### src/logic/fetch_defs.svh
/*
 * Build-wide sizes for the fetch front end.
 * The window logic assumes a 16-bit bus and a four-byte window.
 * Other values are not supported by the lane and half-word decode.
 */
`ifndef FETCH_DEFS_SVH
`define FETCH_DEFS_SVH

// Byte address width seen by the client and the memory.
`define FETCH_ADDR_W 24

// Data width of one memory read, always an aligned word.
`define FETCH_BUS_W 16

// Number of byte lanes held by the fetch window.
`define FETCH_WIN_BYTES 4

`endif

### src/logic/fetch_pkg.sv
/*
 * Types shared by the fetch front end.
 * Widths come from the defines header, which must be on the include path.
 */
`include "fetch_defs.svh"

package fetch_pkg;

    // Size of one client fetch. Data above the size is returned as zero.
    typedef enum logic [1:0] {
        FETCH_BYTE = 2'd0,
        FETCH_WORD = 2'd1,
        FETCH_LONG = 2'd2
    } fetch_size_t;

    // One client request, held stable while req is high.
    typedef struct packed {
        logic                     use_idx;
        logic [`FETCH_ADDR_W-1:0] pc;
        logic [`FETCH_ADDR_W-1:0] idx_addr;
        fetch_size_t              size;
    } fetch_req_t;

    // Word read command. The spare bit sits where address bit zero would be.
    typedef struct packed {
        logic [`FETCH_ADDR_W-2:0] word_addr;
        logic                     spare;
    } mem_cmd_t;

    // Data word returned by one memory read.
    typedef struct packed {
        logic [`FETCH_BUS_W-1:0] data;
    } mem_rsp_t;

    // The window seen as two half-words.
    typedef struct packed {
        logic [`FETCH_BUS_W-1:0] hi;
        logic [`FETCH_BUS_W-1:0] lo;
    } fetch_half_t;

    // Lane zero is the byte at the window start, so the low half is little-endian.
    typedef union packed {
        logic [`FETCH_WIN_BYTES-1:0][7:0] bytes;
        fetch_half_t                      half;
    } fetch_win_u;

endpackage

### src/logic/fetch_window.sv
/*
 * Four-byte fetch window filled by aligned 16-bit word reads.
 * Only one read is outstanding. fetch_addr must stay steady while active.
 * Advances of one to three bytes keep the surviving lanes.
 */
`timescale 1ns/1ps
`include "fetch_defs.svh"

module fetch_window (
    input  logic                     clk,
    input  logic                     rst,
    input  logic [`FETCH_ADDR_W-1:0] fetch_addr,
    input  logic                     fetch_active,
    output logic                     rd_valid,
    output fetch_pkg::mem_cmd_t      rd_cmd,
    input  logic                     rd_done,
    input  fetch_pkg::mem_rsp_t      rd_rsp,
    output fetch_pkg::fetch_win_u    win,
    output logic                     win_ready
);
    import fetch_pkg::*;

    localparam int LANES = `FETCH_WIN_BYTES;
    localparam int SH_W  = $clog2(LANES);

    // Byte address held in lane zero.
    logic [`FETCH_ADDR_W-1:0] start_q;
    // Lanes holding good data, and lanes still waiting for a read.
    logic [LANES-1:0]         lane_ok;
    logic [LANES-1:0]         lane_pend;
    // Word address of the read being requested.
    logic [`FETCH_ADDR_W-2:0] rd_word;
    fetch_win_u               win_q;

    logic [`FETCH_ADDR_W-1:0] addr_diff;
    logic [SH_W-1:0]          adv;
    logic [LANES-1:0]         keep_mask;
    logic [`FETCH_ADDR_W-1:0] next_fill;
    logic [LANES-1:0]         lane_hit;
    logic [LANES-1:0]         lane_odd;
    logic                     hit;
    logic                     miss;
    logic                     can_shift;

    // The window matches when every lane is good and it starts at the asked address.
    assign hit       = (&lane_ok) && (start_q == fetch_addr);
    assign win_ready = fetch_active && hit;

    // A new window is only set up once the previous fill is complete.
    assign miss      = fetch_active && !hit && (lane_pend == '0);

    // Distance of the new address past the current start.
    assign addr_diff = fetch_addr - start_q;
    assign adv       = addr_diff[SH_W-1:0];
    assign keep_mask = {LANES{1'b1}} >> adv;

    // A shift is only worth it when all lanes that survive it are good.
    assign can_shift = (addr_diff < `FETCH_ADDR_W'(LANES)) && (adv != '0) &&
                       ((lane_ok >> adv) == keep_mask);

    // After a shift the first missing byte is the one just past the old window.
    assign next_fill = start_q + `FETCH_ADDR_W'(LANES);

    // For each lane, check whether the returned word covers it and which half holds it.
    always_comb begin : lane_map
        logic [`FETCH_ADDR_W-1:0] lane_addr;
        for (int i = 0; i < LANES; i++) begin
            lane_addr   = start_q + `FETCH_ADDR_W'(i);
            lane_hit[i] = lane_pend[i] && (lane_addr[`FETCH_ADDR_W-1:1] == rd_word);
            lane_odd[i] = lane_addr[0];
        end
    end

    always_ff @(posedge clk or posedge rst) begin
        if (rst) begin
            start_q   <= '0;
            lane_ok   <= '0;
            lane_pend <= '0;
            rd_word   <= '0;
        end else begin
            // A returned word settles the lanes it covers.
            // Pending lanes are always the top ones, so the next word is simply one up.
            if (rd_done) begin
                for (int i = 0; i < LANES; i++) begin
                    if (lane_hit[i]) begin
                        lane_ok[i]   <= 1'b1;
                        lane_pend[i] <= 1'b0;
                    end
                end
                rd_word <= rd_word + 1'b1;
            end
            if (miss) begin
                start_q <= fetch_addr;
                if (can_shift) begin
                    lane_ok   <= keep_mask;
                    lane_pend <= ~keep_mask;
                    rd_word   <= next_fill[`FETCH_ADDR_W-1:1];
                end else begin
                    lane_ok   <= '0;
                    lane_pend <= '1;
                    rd_word   <= fetch_addr[`FETCH_ADDR_W-1:1];
                end
            end
        end
    end

    // Window bytes. The even address is the low byte of a memory word.
    always_ff @(posedge clk) begin
        if (miss && can_shift) begin
            win_q.bytes <= win_q.bytes >> {adv, 3'b000};
        end else if (rd_done) begin
            for (int i = 0; i < LANES; i++) begin
                if (lane_hit[i]) begin
                    win_q.bytes[i] <= lane_odd[i] ? rd_rsp.data[`FETCH_BUS_W-1:8] :
                                                    rd_rsp.data[7:0];
                end
            end
        end
    end

    // The request stays up until the last pending lane is filled.
    // It drops for the response pulse while the word address moves on.
    assign rd_valid = (lane_pend != '0) && !rd_done;
    assign rd_cmd   = '{word_addr: rd_word, spare: 1'b0};
    assign win      = win_q;

    // A held request keeps its word address until its response has come back.
    a_rd_held: assert property (@(posedge clk) disable iff (rst)
        rd_valid && $past(rd_valid) |-> $stable(rd_cmd));

    // Ready only comes up once the fill has fully landed and no read is still out.
    a_ready_full: assert property (@(posedge clk) disable iff (rst)
        win_ready |-> (lane_pend == '0) && !rd_done);

endmodule

### src/logic/ram_bus_port.sv
/*
 * Four-phase read requester toward a 16-bit memory.
 * One read is in flight. rd_done pulses only after mem_ack has dropped.
 */
`timescale 1ns/1ps
`include "fetch_defs.svh"

module ram_bus_port (
    input  logic                     clk,
    input  logic                     rst,
    input  logic                     rd_valid,
    input  fetch_pkg::mem_cmd_t      rd_cmd,
    output logic                     rd_done,
    output fetch_pkg::mem_rsp_t      rd_rsp,
    output logic                     mem_req,
    output logic [`FETCH_ADDR_W-1:0] mem_addr,
    input  logic                     mem_ack,
    input  logic [`FETCH_BUS_W-1:0]  mem_data
);

    typedef enum logic [1:0] {
        ST_IDLE    = 2'd0,
        ST_WAIT_HI = 2'd1,
        ST_WAIT_LO = 2'd2
    } bus_state_t;

    bus_state_t state;

    always_ff @(posedge clk or posedge rst) begin
        if (rst) begin
            state   <= ST_IDLE;
            mem_req <= 1'b0;
            rd_done <= 1'b0;
        end else begin
            rd_done <= 1'b0;
            case (state)
                // Take a new read only when the previous handshake is fully closed.
                ST_IDLE: begin
                    if (rd_valid) begin
                        mem_req <= 1'b1;
                        state   <= ST_WAIT_HI;
                    end
                end
                // Data is valid while ack is high, so drop req on the rising ack.
                ST_WAIT_HI: begin
                    if (mem_ack) begin
                        mem_req <= 1'b0;
                        state   <= ST_WAIT_LO;
                    end
                end
                // The read is complete once the memory releases ack.
                ST_WAIT_LO: begin
                    if (!mem_ack) begin
                        rd_done <= 1'b1;
                        state   <= ST_IDLE;
                    end
                end
                default: state <= ST_IDLE;
            endcase
        end
    end

    // Address and data registers carry no reset.
    always_ff @(posedge clk) begin
        if (state == ST_IDLE && rd_valid) begin
            mem_addr <= {rd_cmd.word_addr, 1'b0};
        end
        if (state == ST_WAIT_HI && mem_ack) begin
            rd_rsp.data <= mem_data;
        end
    end

    // The memory may sample the address at any point of the handshake.
    // The word asked for must therefore not move while req is up.
    a_addr_stable: assert property (@(posedge clk) disable iff (rst)
        mem_req |-> (mem_addr == {rd_cmd.word_addr, 1'b0}));

endmodule

### src/logic/fetch_client_port.sv
/*
 * Four-phase responder toward the CPU sequencer.
 * The client must hold req_info stable while req is high.
 */
`timescale 1ns/1ps
`include "fetch_defs.svh"

module fetch_client_port (
    input  logic                     clk,
    input  logic                     rst,
    input  logic                     req,
    input  fetch_pkg::fetch_req_t    req_info,
    output logic                     ack,
    output logic [31:0]              data,
    output logic [`FETCH_ADDR_W-1:0] fetch_addr,
    output logic                     fetch_active,
    input  fetch_pkg::fetch_win_u    win,
    input  logic                     win_ready
);
    import fetch_pkg::*;

    logic        start;
    logic [31:0] sized_data;

    // A request is taken once the previous ack has dropped.
    assign start = req && !ack && !fetch_active;

    // Bytes above the requested size read as zero.
    always_comb begin
        case (req_info.size)
            FETCH_BYTE: sized_data = {24'h0, win.bytes[0]};
            FETCH_WORD: sized_data = {16'h0, win.half.lo};
            default:    sized_data = {win.half.hi, win.half.lo};
        endcase
    end

    always_ff @(posedge clk or posedge rst) begin
        if (rst) begin
            ack          <= 1'b0;
            fetch_active <= 1'b0;
            fetch_addr   <= '0;
        end else begin
            if (start) begin
                fetch_addr   <= req_info.use_idx ? req_info.idx_addr : req_info.pc;
                fetch_active <= 1'b1;
            end else if (fetch_active && win_ready) begin
                fetch_active <= 1'b0;
                ack          <= 1'b1;
            end else if (ack && !req) begin
                ack <= 1'b0;
            end
        end
    end

    // Data is captured with the rising ack and held until the next one.
    always_ff @(posedge clk) begin
        if (fetch_active && win_ready) begin
            data <= sized_data;
        end
    end

    // The client keeps req up until it sees ack.
    a_ack_needs_req: assert property (@(posedge clk) disable iff (rst)
        $rose(ack) |-> req);

endmodule

### src/logic/fetch_unit.sv
/*
 * Fetch front end top level. Client and memory both use four-phase req/ack.
 * Memory reads are aligned 16-bit words with one read in flight.
 */
`timescale 1ns/1ps
`include "fetch_defs.svh"

module fetch_unit (
    input  logic                     clk,
    input  logic                     rst,
    input  logic                     req,
    input  fetch_pkg::fetch_req_t    req_info,
    output logic                     ack,
    output logic [31:0]              data,
    output logic                     mem_req,
    output logic [`FETCH_ADDR_W-1:0] mem_addr,
    input  logic                     mem_ack,
    input  logic [`FETCH_BUS_W-1:0]  mem_data
);
    import fetch_pkg::*;

    logic [`FETCH_ADDR_W-1:0] fetch_addr;
    logic                     fetch_active;
    logic                     rd_valid;
    mem_cmd_t                 rd_cmd;
    logic                     rd_done;
    mem_rsp_t                 rd_rsp;
    fetch_win_u               win;
    logic                     win_ready;

    // Client handshake and address source select.
    fetch_client_port i_client (
        .clk          (clk),
        .rst          (rst),
        .req          (req),
        .req_info     (req_info),
        .ack          (ack),
        .data         (data),
        .fetch_addr   (fetch_addr),
        .fetch_active (fetch_active),
        .win          (win),
        .win_ready    (win_ready)
    );

    fetch_window i_window (
        .clk          (clk),
        .rst          (rst),
        .fetch_addr   (fetch_addr),
        .fetch_active (fetch_active),
        .rd_valid     (rd_valid),
        .rd_cmd       (rd_cmd),
        .rd_done      (rd_done),
        .rd_rsp       (rd_rsp),
        .win          (win),
        .win_ready    (win_ready)
    );

    // Memory handshake.
    ram_bus_port i_bus (
        .clk      (clk),
        .rst      (rst),
        .rd_valid (rd_valid),
        .rd_cmd   (rd_cmd),
        .rd_done  (rd_done),
        .rd_rsp   (rd_rsp),
        .mem_req  (mem_req),
        .mem_addr (mem_addr),
        .mem_ack  (mem_ack),
        .mem_data (mem_data)
    );

endmodule

### config.mk
export PLATFORM = sky130hd
export DESIGN_NAME = fetch_unit
export DESIGN_NICKNAME = d
export VERILOG_FILES = /design/src/logic/fetch_pkg.sv /design/src/logic/fetch_window.sv /design/src/logic/ram_bus_port.sv /design/src/logic/fetch_client_port.sv /design/src/logic/fetch_unit.sv
export VERILOG_INCLUDE_DIRS = /design/src /design/src/logic
export SDC_FILE = /design/constraint.sdc
export NUM_CORES = 1
export LEC_CHECK = 0
export CORE_UTILIZATION = 55
export CTS_BUF_LIST = sky130_fd_sc_hd__clkbuf_4
export CTS_CLUSTER_DIAMETER = 80
export DETAILED_ROUTE_END_ITERATION = 8
export DONT_BUFFER_PORTS = 1
export PLACE_DENSITY_LB_ADDON = 0.08
export SYNTH_ARGS = -nofsm -noshare
export SYNTH_HDL_FRONTEND = slang
export SYNTH_SLANG_ARGS = --single-unit
export TNS_END_PERCENT = 20
### constraint.sdc
create_clock -name clk -period 7.69 [get_ports clk]
set_clock_uncertainty 0.2 [all_clocks]
set_input_delay 0 -clock clk [delete_from_list [all_inputs] [get_ports clk]]
set_output_delay 0 -clock clk [all_outputs]
set_load 0.1 [all_outputs]
==> reports/summary.md, run 1 <==
The H-tree generated during clock tree synthesis spans 4 levels. Total of endpoints with negative setup slack in the final report: 0. The die boundary height is 148 µm, and the number of global-route vias before repair is 9,565. The clock period minus final worst setup slack is 5360 ps, and the number of nets in the finished design is 1,411. By area the synthesized netlist is led by sky130_fd_sc_hd__edfxtp_1 26%, sky130_fd_sc_hd__dfrtp_1 18%, sky130_fd_sc_hd__mux2i_1 6.1%. The average cell area after synthesis was 9.45 µm². Across the run, the number of max-cap violations was 0.

The die covers 0.0219 mm². Summing the sequential cell areas from Yosys gives 44.5% of the chip area. The largest single stage delay on the critical path is 950 ps. The critical path is of the reg -> reg type. The run finished with clean final reports.

129 I/O pins were placed. Number of flops mapped to enable cells by yosys: 103. Clock latency on the worst-skew pair, taken at its later pin, is 640 ps. Traced cell by cell, the critical path runs through inv_1, ha_1, fa_1, or2_2, a21boi_0, or4_1, or4_1, nor4_1, o211ai_1, or3_1, o21ai_0. Summed over all nets, the half-perimeter wirelength after detailed placement is 26,000 µm. In this run the critical register-to-register path is launched from i_client.fetch_addr[0].

The final layout contains routed wiring with a total length of 36,900 µm. Clock edge transition at the registers on the reported setup and hold paths: 190 ps. The number of distinct library cells after synthesis was 65; the slew of the pin with the lowest slew margin was 1170 ps. For the worst setup path, the data arrival time is 5410 ps. Kind of launch point of the worst setup path: a flop. The total of buffers placed on input and output ports was 0. IR analysis of the VDD net gives a maximum drop of 0.000237 V. The final-layout fill cell count is 1,796, and the depth of the worst register-to-register path is 11. Setup repair after global routing left no endpoint under its margin.

In this design, the critical path's most frequently occurring cell is sky130_fd_sc_hd__or4_1. The run gives 0 as the residual antenna-violating net count after detailed routing. The static leakage was 0.00483 µW; the async set or reset register ratio after synthesis was 45.2%.

The number of max-slew violations in the final report came out at 0. The longest clock path from root to sink contains 2 buffers. The wire length of the first global-routing pass is 56,900 µm, and the sum of negative setup slack is 0 ps. The final worst-path cycle share came out at 69.6%. The final cell area excluding filler cells is 0.0133 mm², and the placeable core region is 0.0210 mm². The most common flop cell mapped by yosys is sky130_fd_sc_hd__edfxtp_1.

From synthesis to final layout, the design area changed by 13.4%. For the data required time of the worst path, the log shows 7750 ps. After detailed routing, the number of remaining DRC violations is 0. Summed over its instances, the top area cell type makes up 26.4% of the synthesized netlist area. The synthesis warning total was 0. The number of instances in the synthesized netlist is 1,240. The run gives 0 as the final number of hold-violating endpoints. TritonCTS built the clock tree. In the final routed layout, each cell accounts on average for 23.1 µm.

Global routing finished with a remaining overflow of 0. Counting instances, the worst hold path has a depth of 3. Buffers inserted during clock tree synthesis total 17. The detailed-route vias per instance was 6.31; the effective utilization at floorplan was 55.9%.

The endpoint identified for the worst register-to-register timing path is i_window.win[16]. The tools report the total global routing track utilization as 34.7%. Across all layers, the routed design uses 10,091 vias.

Entering global routing, the biggest net connects 83 pins. The synthesized design spends more area on one cell type than any other, namely sky130_fd_sc_hd__edfxtp_1. The post-cts gate resize count is 0, and the netlist area before placement is 0.0117 mm². Derived from the worst setup path, the maximum achievable clock frequency is 187 MHz. The total cell area at the placement stage came out at 0.0119 mm².

Power spread over the standard cell area amounts to 434 mW/mm². In the final layout, the share of cells above drive strength 1 is 5.14%. The die is 148 µm wide.

The start point of the worst hold path is req_info[0]. The number of nets in the synthesized netlist is 1,341. For this design, the sink count on the clock tree is 188.

The tools report the root cell of the clock tree as sky130_fd_sc_hd__clkbuf_4. For hold timing, the worst endpoint is i_client.data[12]. Detailed-router iteration count before antenna repair: 8.

The tools report the number of design-rule violations left by the first detailed-router iteration as 1,135. The setup slack of the worst register-to-register path was 2330 ps. The normalized max-slew margin is 20.9%. The worst hold-check path type is in -> reg.

After floorplanning, the core was divided into 53 placement rows. The register bit count reported by yosys was 188. The initial antenna violation count came out at 1. STA classifies the critical path endpoint as a flop. At the end of routability-driven placement, the weighted congestion stood at 0.999. The largest fanout on the critical path works out to 29. Among all stages on the critical path, the largest delay is contributed by sky130_fd_sc_hd__o21ai_0.
## layout make-up
cell class | instances | area (µm²) | area share, %
clock buffers | 17 | 128 | 0.960
multi-input cells | 929 | 6020 | 45.2
well taps | 275 | 344 | 2.59
flip-flops and latches | 188 | 5220 | 39.2
clock inverters | 15 | 176 | 1.33
inverters | 49 | 185 | 1.39
repair buffers | 125 | 1230 | 9.24
diodes | 1 | 2.50 | 0.0188
## layer usage
layer  global-route usage, %  up-vias  share of wire (%)
li1                        -     4653                  -
met1                    51.5     4821                 45
met2                    50.8      537                 43
met3                    7.01       80                8.8
met4                    10.8        0                2.6
met5                       0        -                  0
## sequential cells by signal, indices dropped and copies added, names as in the netlist
register,cells
i_client.data,32
i_bus.mem_addr,23
i_window.lane_pend,4
i_client.fetch_active,1
i_client.ack,1
i_client.fetch_addr,24
i_bus.rd_done,1
i_bus.state,2
i_bus.mem_req,1
i_window.win,32
i_window.lane_ok,4
i_window.start_q,24
i_bus.rd_rsp,16
i_window.rd_word,23
## Yosys cell counts, types with 6 or more instances
cell                        count
sky130_fd_sc_hd__dfrtp_1       85
sky130_fd_sc_hd__a22oi_1        9
sky130_fd_sc_hd__a31oi_1        6
sky130_fd_sc_hd__nor2b_1       22
sky130_fd_sc_hd__a221oi_1       7
sky130_fd_sc_hd__buf_2         11
sky130_fd_sc_hd__a311oi_1      12
sky130_fd_sc_hd__a211oi_1      11
sky130_fd_sc_hd__nand3_1       34
sky130_fd_sc_hd__and3_1        16
sky130_fd_sc_hd__or3_1          9
sky130_fd_sc_hd__o2111ai_1      6
sky130_fd_sc_hd__o21ai_0       64
sky130_fd_sc_hd__and2_1        25
sky130_fd_sc_hd__a21oi_1       79
sky130_fd_sc_hd__inv_1         49
sky130_fd_sc_hd__mux2_2        10
sky130_fd_sc_hd__mux2i_1       71
sky130_fd_sc_hd__xor2_1        35
sky130_fd_sc_hd__or2_2          7
sky130_fd_sc_hd__nor4_1        10
sky130_fd_sc_hd__xnor2_1       62
sky130_fd_sc_hd__nand2b_1       7
sky130_fd_sc_hd__nand2_1      107
sky130_fd_sc_hd__nand4_1       38
sky130_fd_sc_hd__ha_1          29
sky130_fd_sc_hd__nor3_1        46
sky130_fd_sc_hd__a21o_1        12
sky130_fd_sc_hd__clkbuf_1      54
sky130_fd_sc_hd__o21a_1         6
sky130_fd_sc_hd__edfxtp_1     103
sky130_fd_sc_hd__nor2_1       114
sky130_fd_sc_hd__o211ai_1       7
## logic make-up after synthesis
family	after synthesis	synth area share, %
other cells	1	0.0320
xor+xnor	97	7.25
mux	81	7.02
fa+ha+maj	30	3.27
simple gates	458	19.3
buf+inv	123	4.31
compound gates	262	14.3
flops	188	44.5
## worst max-delay path: cells and delay by family, from the launching register on
| kind | cells | cell delay (ps) |
|---|---|---|
| flops | 1 | 410 |
| fa+ha+maj | 2 | 1050 |
| compound gates | 3 | 1210 |
| simple gates | 5 | 2050 |
| buf+inv | 1 | 60 |
## stage by stage
step / setup slack, ps / util (%) / hold WS [ps] / cells / total power, µW
floorplan: 3280 / - / -134 / 1240 / 4210
global placement: 2500 / 56.6 / -305 / 1454 / 5000
detailed placement: 2340 / 56.6 / -306 / 1454 / 4990
CTS: 2320 / 63.5 / 2.89 / 1598 / 5670
global route: 2010 / 63.5 / 3.26 / 1599 / 6110
finish: 2330 / 63.5 / 28.4 / 1599 / 5770
## layout by cell type, fill, tap and decap left out, types with 46 or more instances in the layout
cell type                       netlist  layout
sky130_fd_sc_hd__nand2_1            107     107
sky130_fd_sc_hd__edfxtp_1           103     103
sky130_fd_sc_hd__xnor2_1             62      62
sky130_fd_sc_hd__mux2i_1             71      71
sky130_fd_sc_hd__dfrtp_1             85      85
sky130_fd_sc_hd__o21ai_0             64      64
sky130_fd_sc_hd__a21oi_1             79      79
sky130_fd_sc_hd__nor3_1              46      46
sky130_fd_sc_hd__nor2_1             114     113
sky130_fd_sc_hd__inv_1               49      48
sky130_fd_sc_hd__dlygate4sd3_1        0     111
## where the power goes
part	switching (µW)	total, µW	internal, µW	leakage, µW
clock network	429	586	157	0.000161
logic	1810	2930	1120	0.00273
registers	865	2250	1390	0.00194
## what timing repair did
item,in CTS,in global routing
buffers inserted,0,0
setup endpoints to repair,0,0
hold buffers,112,0
hold endpoints to repair,171,0
## how the worst max path moves through the flow
| stage | from | to | slack (ps) |
|---|---|---|---|
| after floorplan | i_window.start_q[4] | i_window.win[0] | 3280 |
| after global placement | i_client.fetch_addr[0] | i_window.win[18] | 2500 |
| after detailed placement | i_client.fetch_addr[0] | i_window.win[22] | 2340 |
| after CTS | i_client.fetch_addr[0] | i_window.win[16] | 2320 |
| after global routing | i_client.fetch_addr[0] | i_window.win[16] | 2010 |
| final | i_client.fetch_addr[0] | i_window.win[16] | 2330 |
(Power assumes the default switching activity.)
==> inputs of run 2 (changes only) <==
==> constraint.sdc (replaced) <==
create_clock -name clk -period 4.9 [get_ports clk]
set_clock_uncertainty 0.2 [all_clocks]
set_input_delay 0 -clock clk [delete_from_list [all_inputs] [get_ports clk]]
set_output_delay 0 -clock clk [all_outputs]
set_load 0.1 [all_outputs]
==> run 2 against run 1 <==
  * Total power up 58%
  * Largest cell class unchanged
  * Register-to-register slack worse by 1900 ps
  * Via count up 0.79%
  * Critical path depth up 1
  * Combinational power up 58%
  * Die area unchanged
  * Sequential power up 58%
  * Count of clock-buffer cells in the layout up 1
  * Cell area up 0.91%
==> reports/summary.md, run 2 (synthesized netlist as in run 1, its figures left out) <==
The flow ran to the end, and the final reports show no timing, DRC or antenna violations. The die boundary height is 148 µm (unchanged). The effective utilization at floorplan came out at 55.9% (unchanged). Reg-to-reg critical path startpoint: i_window.start_q[4] (was i_client.fetch_addr[0]). The weighted congestion reported at the end of routability-driven placement came out at 0.980 (was 0.999).

For the maximum count of clock buffers along a single path, the log shows 2 (unchanged). The detailed-route vias per instance is 6.31 (about the same), and the row count is 53 (unchanged). The run gives 1 (unchanged) as the initial antenna violation count. List of cells traversed by the critical path: inv_1, ha_1, a21o_1, a21oi_1, a21oi_1, or2_2, a221oi_1, nand4_1, nor4_4, buf_4, nor3_1, a221oi_1 (was inv_1, ha_1, fa_1, or2_2, a21boi_0, or4_1, or4_1, nor4_1, o211ai_1, or3_1, o21ai_0).

The critical path class is reg -> reg (unchanged). The share of layout cells above drive strength 1 is 5.99% (was 5.14%). The pin count of the biggest net entering global routing was 76 (was 83); the clock period minus final worst setup slack was 4500 ps (was 5360 ps). The tools report the H-tree depth reported by CTS as 4 (unchanged). The DRC violation count after routing was 0 (unchanged); the total number of vias was 10,171 (was 10,091). The wire length per cell after detailed routing is 22.8 µm (was 23.1 µm), and the number of design-rule violations left by the first detailed-router iteration is 1,314 (was 1,135).

The tools report the end of the worst register-to-register path as i_window.rd_word[22] (was i_window.win[16]). The number of sinks on the clock net is 188 (unchanged), and the final number of hold-violating endpoints is 0 (unchanged). The wire length of the first global-routing pass came out at 56,100 µm (was 56,900 µm). The root cell of the clock tree is sky130_fd_sc_hd__clkbuf_4 (unchanged).

For the total die area, the log shows 0.0219 mm² (unchanged). The number of max-capacitance violations reported came out at 0 (unchanged). Final worst-path cycle share: 91.9% (was 69.6%).

Setup repair after global routing left no endpoint under its margin. The later-pin clock latency in the skew report was 610 ps (was 640 ps); the static leakage was 0.00489 µW (was 0.00483 µW). The type of element capturing the critical path is a flop (unchanged).

The logs give 0 (unchanged) for the total of endpoints with negative setup slack in the final report and 0 (unchanged) for the residual antenna-violating net count after detailed routing. The logs give 1,759 (was 1,796) for the final-layout fill cell count and 17 (unchanged) for the number of buffers inserted during clock tree synthesis. Clock edge transition at the registers on the reported setup and hold paths: 180 ps (was 190 ps). Largest fanout on the critical path: 34 (was 29). The growth of design area from synthesis to finish was 14.5% (was 13.4%); the total half-perimeter wirelength after legalization and detailed placement was 26,400 µm (was 26,000 µm). The tools report the kind of launch point of the worst setup path as a flop (unchanged). Delay of the slowest cell on the worst path: 610 ps (was 950 ps). The worst hold-check path type is in -> reg (unchanged). The slew of the pin with the lowest slew margin came out at 1010 ps (was 1170 ps).

Most used cells in the layout excluding fill and tap cells: 113 x sky130_fd_sc_hd__nor2_1, 113 x sky130_fd_sc_hd__dlygate4sd3_1, 107 x sky130_fd_sc_hd__nand2_1 (was 113 x sky130_fd_sc_hd__nor2_1, 111 x sky130_fd_sc_hd__dlygate4sd3_1, 107 x sky130_fd_sc_hd__nand2_1). For the maximum clock frequency, the log shows 222 MHz (was 187 MHz). Number of global-route vias before repair: 9,576 (was 9,565).

The total global routing track utilization is 34.3% (was 34.7%). The x dimension of the die is 148 µm (unchanged). Data arrival time of the critical path: 4790 ps (was 5410 ps). The depth of the worst register-to-register path is 12 (was 11), and the total power divided by cell area is 678 mW/mm² (was 434 mW/mm²).

For the final wirelength, the log shows 36,700 µm (was 36,900 µm). The placeable core region was 0.0210 mm² (unchanged); the number of ports placed on the die boundary was 129 (unchanged). The data required time of the worst path was 5190 ps (was 7750 ps); the post-cts gate resize count was 0 (unchanged). The maximum ir drop on the vdd rail was 0.000331 V (was 0.000237 V). The buffer count from post-CTS setup fixing came out at 0 (unchanged).

Normalized max-slew margin: 31.9% (was 20.9%). The slowest library cell on the worst path was sky130_fd_sc_hd__dfrtp_1 (was sky130_fd_sc_hd__o21ai_0). Source of the critical timing path: i_window.start_q[4] (was i_client.fetch_addr[0]). The number of nets in the finished design was 1,424 (was 1,411); the detailed-router iteration count before antenna repair was 6 (was 8). The sum of negative setup slack is 0 ps (unchanged). TritonCTS built the clock tree.

The total of buffers placed on input and output ports was 0 (unchanged); the number of max-slew violations in the final report was 0 (unchanged). The critical path capture point is i_window.rd_word[22] (was i_window.win[16]). The global route total overflow was 0 (unchanged). The setup slack of the worst register-to-register path was 400 ps (was 2330 ps); the post-layout total power was 9100 µW (was 5770 µW).
[run 2: what timing repair did]
action                                  in CTS  in global routing
endpoints found under the hold margin      171                  0
endpoints found under the setup margin       0                  0
hold buffers                               114                  0
[run 2: critical path, delay by kind of cell (launching register included)]
family / cells / cell delay [ps]
AOI/OAI and AO/OA: 5 / 1450
and+or+nand+nor: 4 / 1150
DFF: 1 / 610
buffers and inverters: 2 / 570
adders and majority gates: 1 / 410
[run 2: report_power, final]
| part | internal (µW) | switching (µW) | leakage, µW |
|---|---|---|---|
| combinational | 1780 | 2860 | 0.00279 |
| sequential | 2180 | 1370 | 0.00194 |
| clock | 249 | 663 | 0.000162 |
| total | 4210 | 4890 | 0.00489 |
[run 2: metal layers]
metal	GRT usage, %	wire (µm)	up-vias
met3	9.04	3970	61
li1	-	-	4678
met2	48.8	15800	582
met4	11.2	854	0
met5	0	0	-
met1	50.5	16100	4850
[run 2: cell type report]
class / count / area, µm² / share of cell area (%)
sequential: 188 / 5220 / 38.9
tap: 275 / 344 / 2.56
timing repair buffer: 138 / 1350 / 10.1
clock buffer: 18 / 135 / 1.01
inverter: 49 / 185 / 1.38
clock inverter: 14 / 168 / 1.25
multi-input combinational: 929 / 6020 / 44.8
antenna: 1 / 2.50 / 0.0186
[run 2: how the worst min path moves through the flow]
stage,from,endpoint,slack (ps),depth (start not counted)
floorplan,mem_ack,i_bus.rd_done,-130,1
global placement,mem_ack,i_bus.rd_done,-120,1
detailed placement,mem_ack,i_bus.rd_done,-130,1
CTS,req_info[0],i_client.data[12],7,3
global route,req_info[0],i_client.data[12],60,3
finish,req_info[0],i_client.data[12],90,3
[run 2: metrics by stage]
| stage | cells | setup WS, ps | util [%] | hold WS, ps | instance area, µm² |
|---|---|---|---|---|---|
| CTS | 1611 | 484 | 64.0 | 6.75 | 13400 |
| global route | 1612 | 164 | 64.0 | 60.2 | 13400 |
| detailed placement | 1465 | 522 | 57.1 | -127 | 12000 |
| finish | 1612 | 398 | 64.0 | 88.2 | 13400 |
| global placement | 1465 | 570 | 57.1 | -123 | 12000 |
| floorplan | 1240 | 485 | - | -134 | 11700 |
==> inputs of run 3 (changes only) <==
==> constraint.sdc (replaced) <==
create_clock -name clk -period 4.89 [get_ports clk]
set_clock_uncertainty 0.2 [all_clocks]
set_input_delay 0 -clock clk [delete_from_list [all_inputs] [get_ports clk]]
set_output_delay 0 -clock clk [all_outputs]
set_load 0.1 [all_outputs]
==> run 3 against run 2 <==
  * Sequential share of layout area hardly changed
  * Fmax is 2.7% lower
  * Total power grew 0.73%
  * Non-clock buffer count fell by 1
  * Cell count is essentially flat
  * Hold slack worse by 14 ps
  * Global-route usage about the same
  * Via count is 1.8% higher
  * Count of clock-buffer cells in the layout did not move
  * Critical path type unchanged
  * Largest cell class unchanged
  * Highest routed layer unchanged
==> reports/summary.md, run 3 (synthesized netlist as in run 1, its figures left out) <==
The run gives 1 (unchanged) as the initial antenna violation count. Post-cts gate resize count: 0 (unchanged). The total of hold buffers inserted after clock tree synthesis was 114 (unchanged). The number of ports placed on the die boundary was 129 (unchanged); the total global routing track utilization was 34.3% (about the same).

The number of nets in the finished design was 1,423 (was 1,424); the total of endpoints with negative setup slack in the final report was 0 (unchanged). The data arrival time of the critical path was 4770 ps (was 4790 ps). The number of design-rule violations left by the first detailed-router iteration is 1,392 (was 1,314).

The number of max-slew violations in the final report is 0 (unchanged), and the number of max-capacitance violations reported is 0 (unchanged). The run gives 9,742 (was 9,576) as the number of global-route vias before repair. The tools report the kind of launch point of the worst setup path as a flop (unchanged).

The run gives 74.7 ps (was 88.2 ps) as the post-route worst hold slack. The wire length of the first global-routing pass is 56,400 µm (was 56,100 µm), and the final number of hold-violating endpoints is 0 (unchanged). The residual antenna-violating net count after detailed routing is 0 (unchanged). Share of layout cells above drive strength 1: 5.92% (was 5.99%).

The number of sinks on the clock net was 188 (unchanged). The total power divided by cell area came out at 683 mW/mm² (was 678 mW/mm²). The root cell of the clock tree is sky130_fd_sc_hd__clkbuf_4 (unchanged).

The logs give 0.0210 mm² (unchanged) for the placeable core region and 640 ps (was 610 ps) for the later-pin clock latency in the skew report. The sum of negative setup slack is 0 ps (unchanged). The pre-CTS setup slack was 395 ps (was 522 ps).

The run gives 260 ps (was 398 ps) as the final worst-path setup slack. The flow ran to the end, and the final reports show no timing, DRC or antenna violations. The x dimension of the die works out to 148 µm (unchanged).

For the total number of vias, the log shows 10,357 (was 10,171). The tools report the final wirelength as 37,000 µm (was 36,700 µm). The clock edge transition at the registers on the reported setup and hold paths came out at 200 ps (was 180 ps). Setup repair after global routing left no endpoint under its margin. Clock period minus final worst setup slack: 4630 ps (was 4500 ps). For the row count, the log shows 53 (unchanged). For the static leakage, the log shows 0.00489 µW (about the same). The wire length per cell after detailed routing is 23.0 µm (was 22.8 µm).

Critical path class: reg -> reg (unchanged). The run gives 0.000316 V (was 0.000331 V) as the maximum ir drop on the vdd rail. The final worst-path cycle share is 94.7% (was 91.9%). The effective utilization at floorplan was 55.9% (unchanged). The worst hold-check path type is in -> reg (unchanged).

The tools report the type of element capturing the critical path as a flop (unchanged). The tools report the H-tree depth reported by CTS as 4 (unchanged). The weighted congestion reported at the end of routability-driven placement came out at 0.970 (was 0.980). The total of buffers placed on input and output ports works out to 0 (unchanged). The tools report the normalized max-slew margin as 36.3% (was 31.9%). The DRC violation count after routing is 0 (unchanged), and the global route total overflow is 0 (unchanged).

The die boundary height came out at 148 µm (unchanged). Setup slack of the worst register-to-register path: 260 ps (was 400 ps). The tools report the register area as 0.00522 mm² (unchanged). The tools report the total die area as 0.0219 mm² (unchanged). The slew of the pin with the lowest slew margin is 955 ps (was 1010 ps), and the pin count of the biggest net entering global routing is 66 (was 76). The detailed-route vias per instance works out to 6.43 (was 6.31). The tools report the detailed-router iteration count before antenna repair as 7 (was 6). The largest fanout on the critical path was 12 (was 34). Most used cells in the layout excluding fill and tap cells: 113 x sky130_fd_sc_hd__nor2_1, 113 x sky130_fd_sc_hd__dlygate4sd3_1, 107 x sky130_fd_sc_hd__nand2_1 (unchanged).

The footprint of the multi-input gates is 0.00602 mm² (unchanged), and the growth of design area from synthesis to finish is 14.4% (was 14.5%). The buffer count from post-CTS setup fixing was 0 (unchanged); the total half-perimeter wirelength after legalization and detailed placement was 25,800 µm (was 26,400 µm). The run gives 216 MHz (was 222 MHz) as the maximum clock frequency. The data required time of the worst path is 5030 ps (was 5190 ps). The maximum count of clock buffers along a single path came out at 2 (unchanged). For the final design utilization, the log shows 64.0% (about the same). TritonCTS built the clock tree. The final-layout fill cell count came out at 1,758 (was 1,759). The number of buffers inserted during clock tree synthesis was 17 (unchanged).
run 3: critical path: stages (launching register included):
cell and delay (ps):
sky130_fd_sc_hd__dfrtp_1 610, sky130_fd_sc_hd__inv_1 180, sky130_fd_sc_hd__ha_1 470, sky130_fd_sc_hd__o211a_1 190, sky130_fd_sc_hd__o31a_1 260, sky130_fd_sc_hd__nor4b_1 110
sky130_fd_sc_hd__or4_1 530, sky130_fd_sc_hd__or4_1 420, sky130_fd_sc_hd__nor4_1 330, sky130_fd_sc_hd__o211ai_1 140, sky130_fd_sc_hd__or3_1 450, sky130_fd_sc_hd__o21ai_0 220
sky130_fd_sc_hd__buf_4 220
run 3: cell type report:
cell class | instances | share of cell area, %
Antenna cell | 1 | 0.0187
Clock buffer | 18 | 1.01
Clock inverter | 14 | 1.25
Inverter | 49 | 1.38
Multi-Input combinational cell | 929 | 44.8
Sequential cell | 188 | 38.9
Tap cell | 275 | 2.57
Timing Repair Buffer | 137 | 10.0
run 3: worst paths after layout:
check | start | endpoint | cells after the start
hold reg to reg | i_window.win[6] | i_client.data[6] | 0
max in group asynchronous | rst | i_window.rd_word[10] | 4
hold / removal | req_info[0] | i_client.data[14] | 3
setup reg to reg | i_window.start_q[4] | i_window.win[1] | 12
setup / recovery | i_window.start_q[4] | i_window.win[1] | 12
min in group asynchronous | rst | i_client.fetch_addr[21] | 4
run 3: power breakdown:
group	internal (µW)	switching [µW]	total (µW)
registers	2190	1330	3520
clock network	248	674	922
logic	1800	2930	4730
total	4230	4930	9170
run 3: metal layers:
layer  global-route usage (%)  vias up  share of wire, %
met1                     50.8     4956                44
met2                     50.6      634                43
met5                        0        -                 0
met3                     6.51       91               9.8
li1                         -     4676                 -
met4                     10.6        0               2.4
run 3: per-stage QoR:
step	power (µW)	instances	cell area, µm²
after global routing	9670	1611	13400
final	9170	1611	13400
after global placement	7920	1464	12000
after CTS	8960	1610	13400
after floorplan	6630	1240	11700
after detailed placement	7880	1464	12000
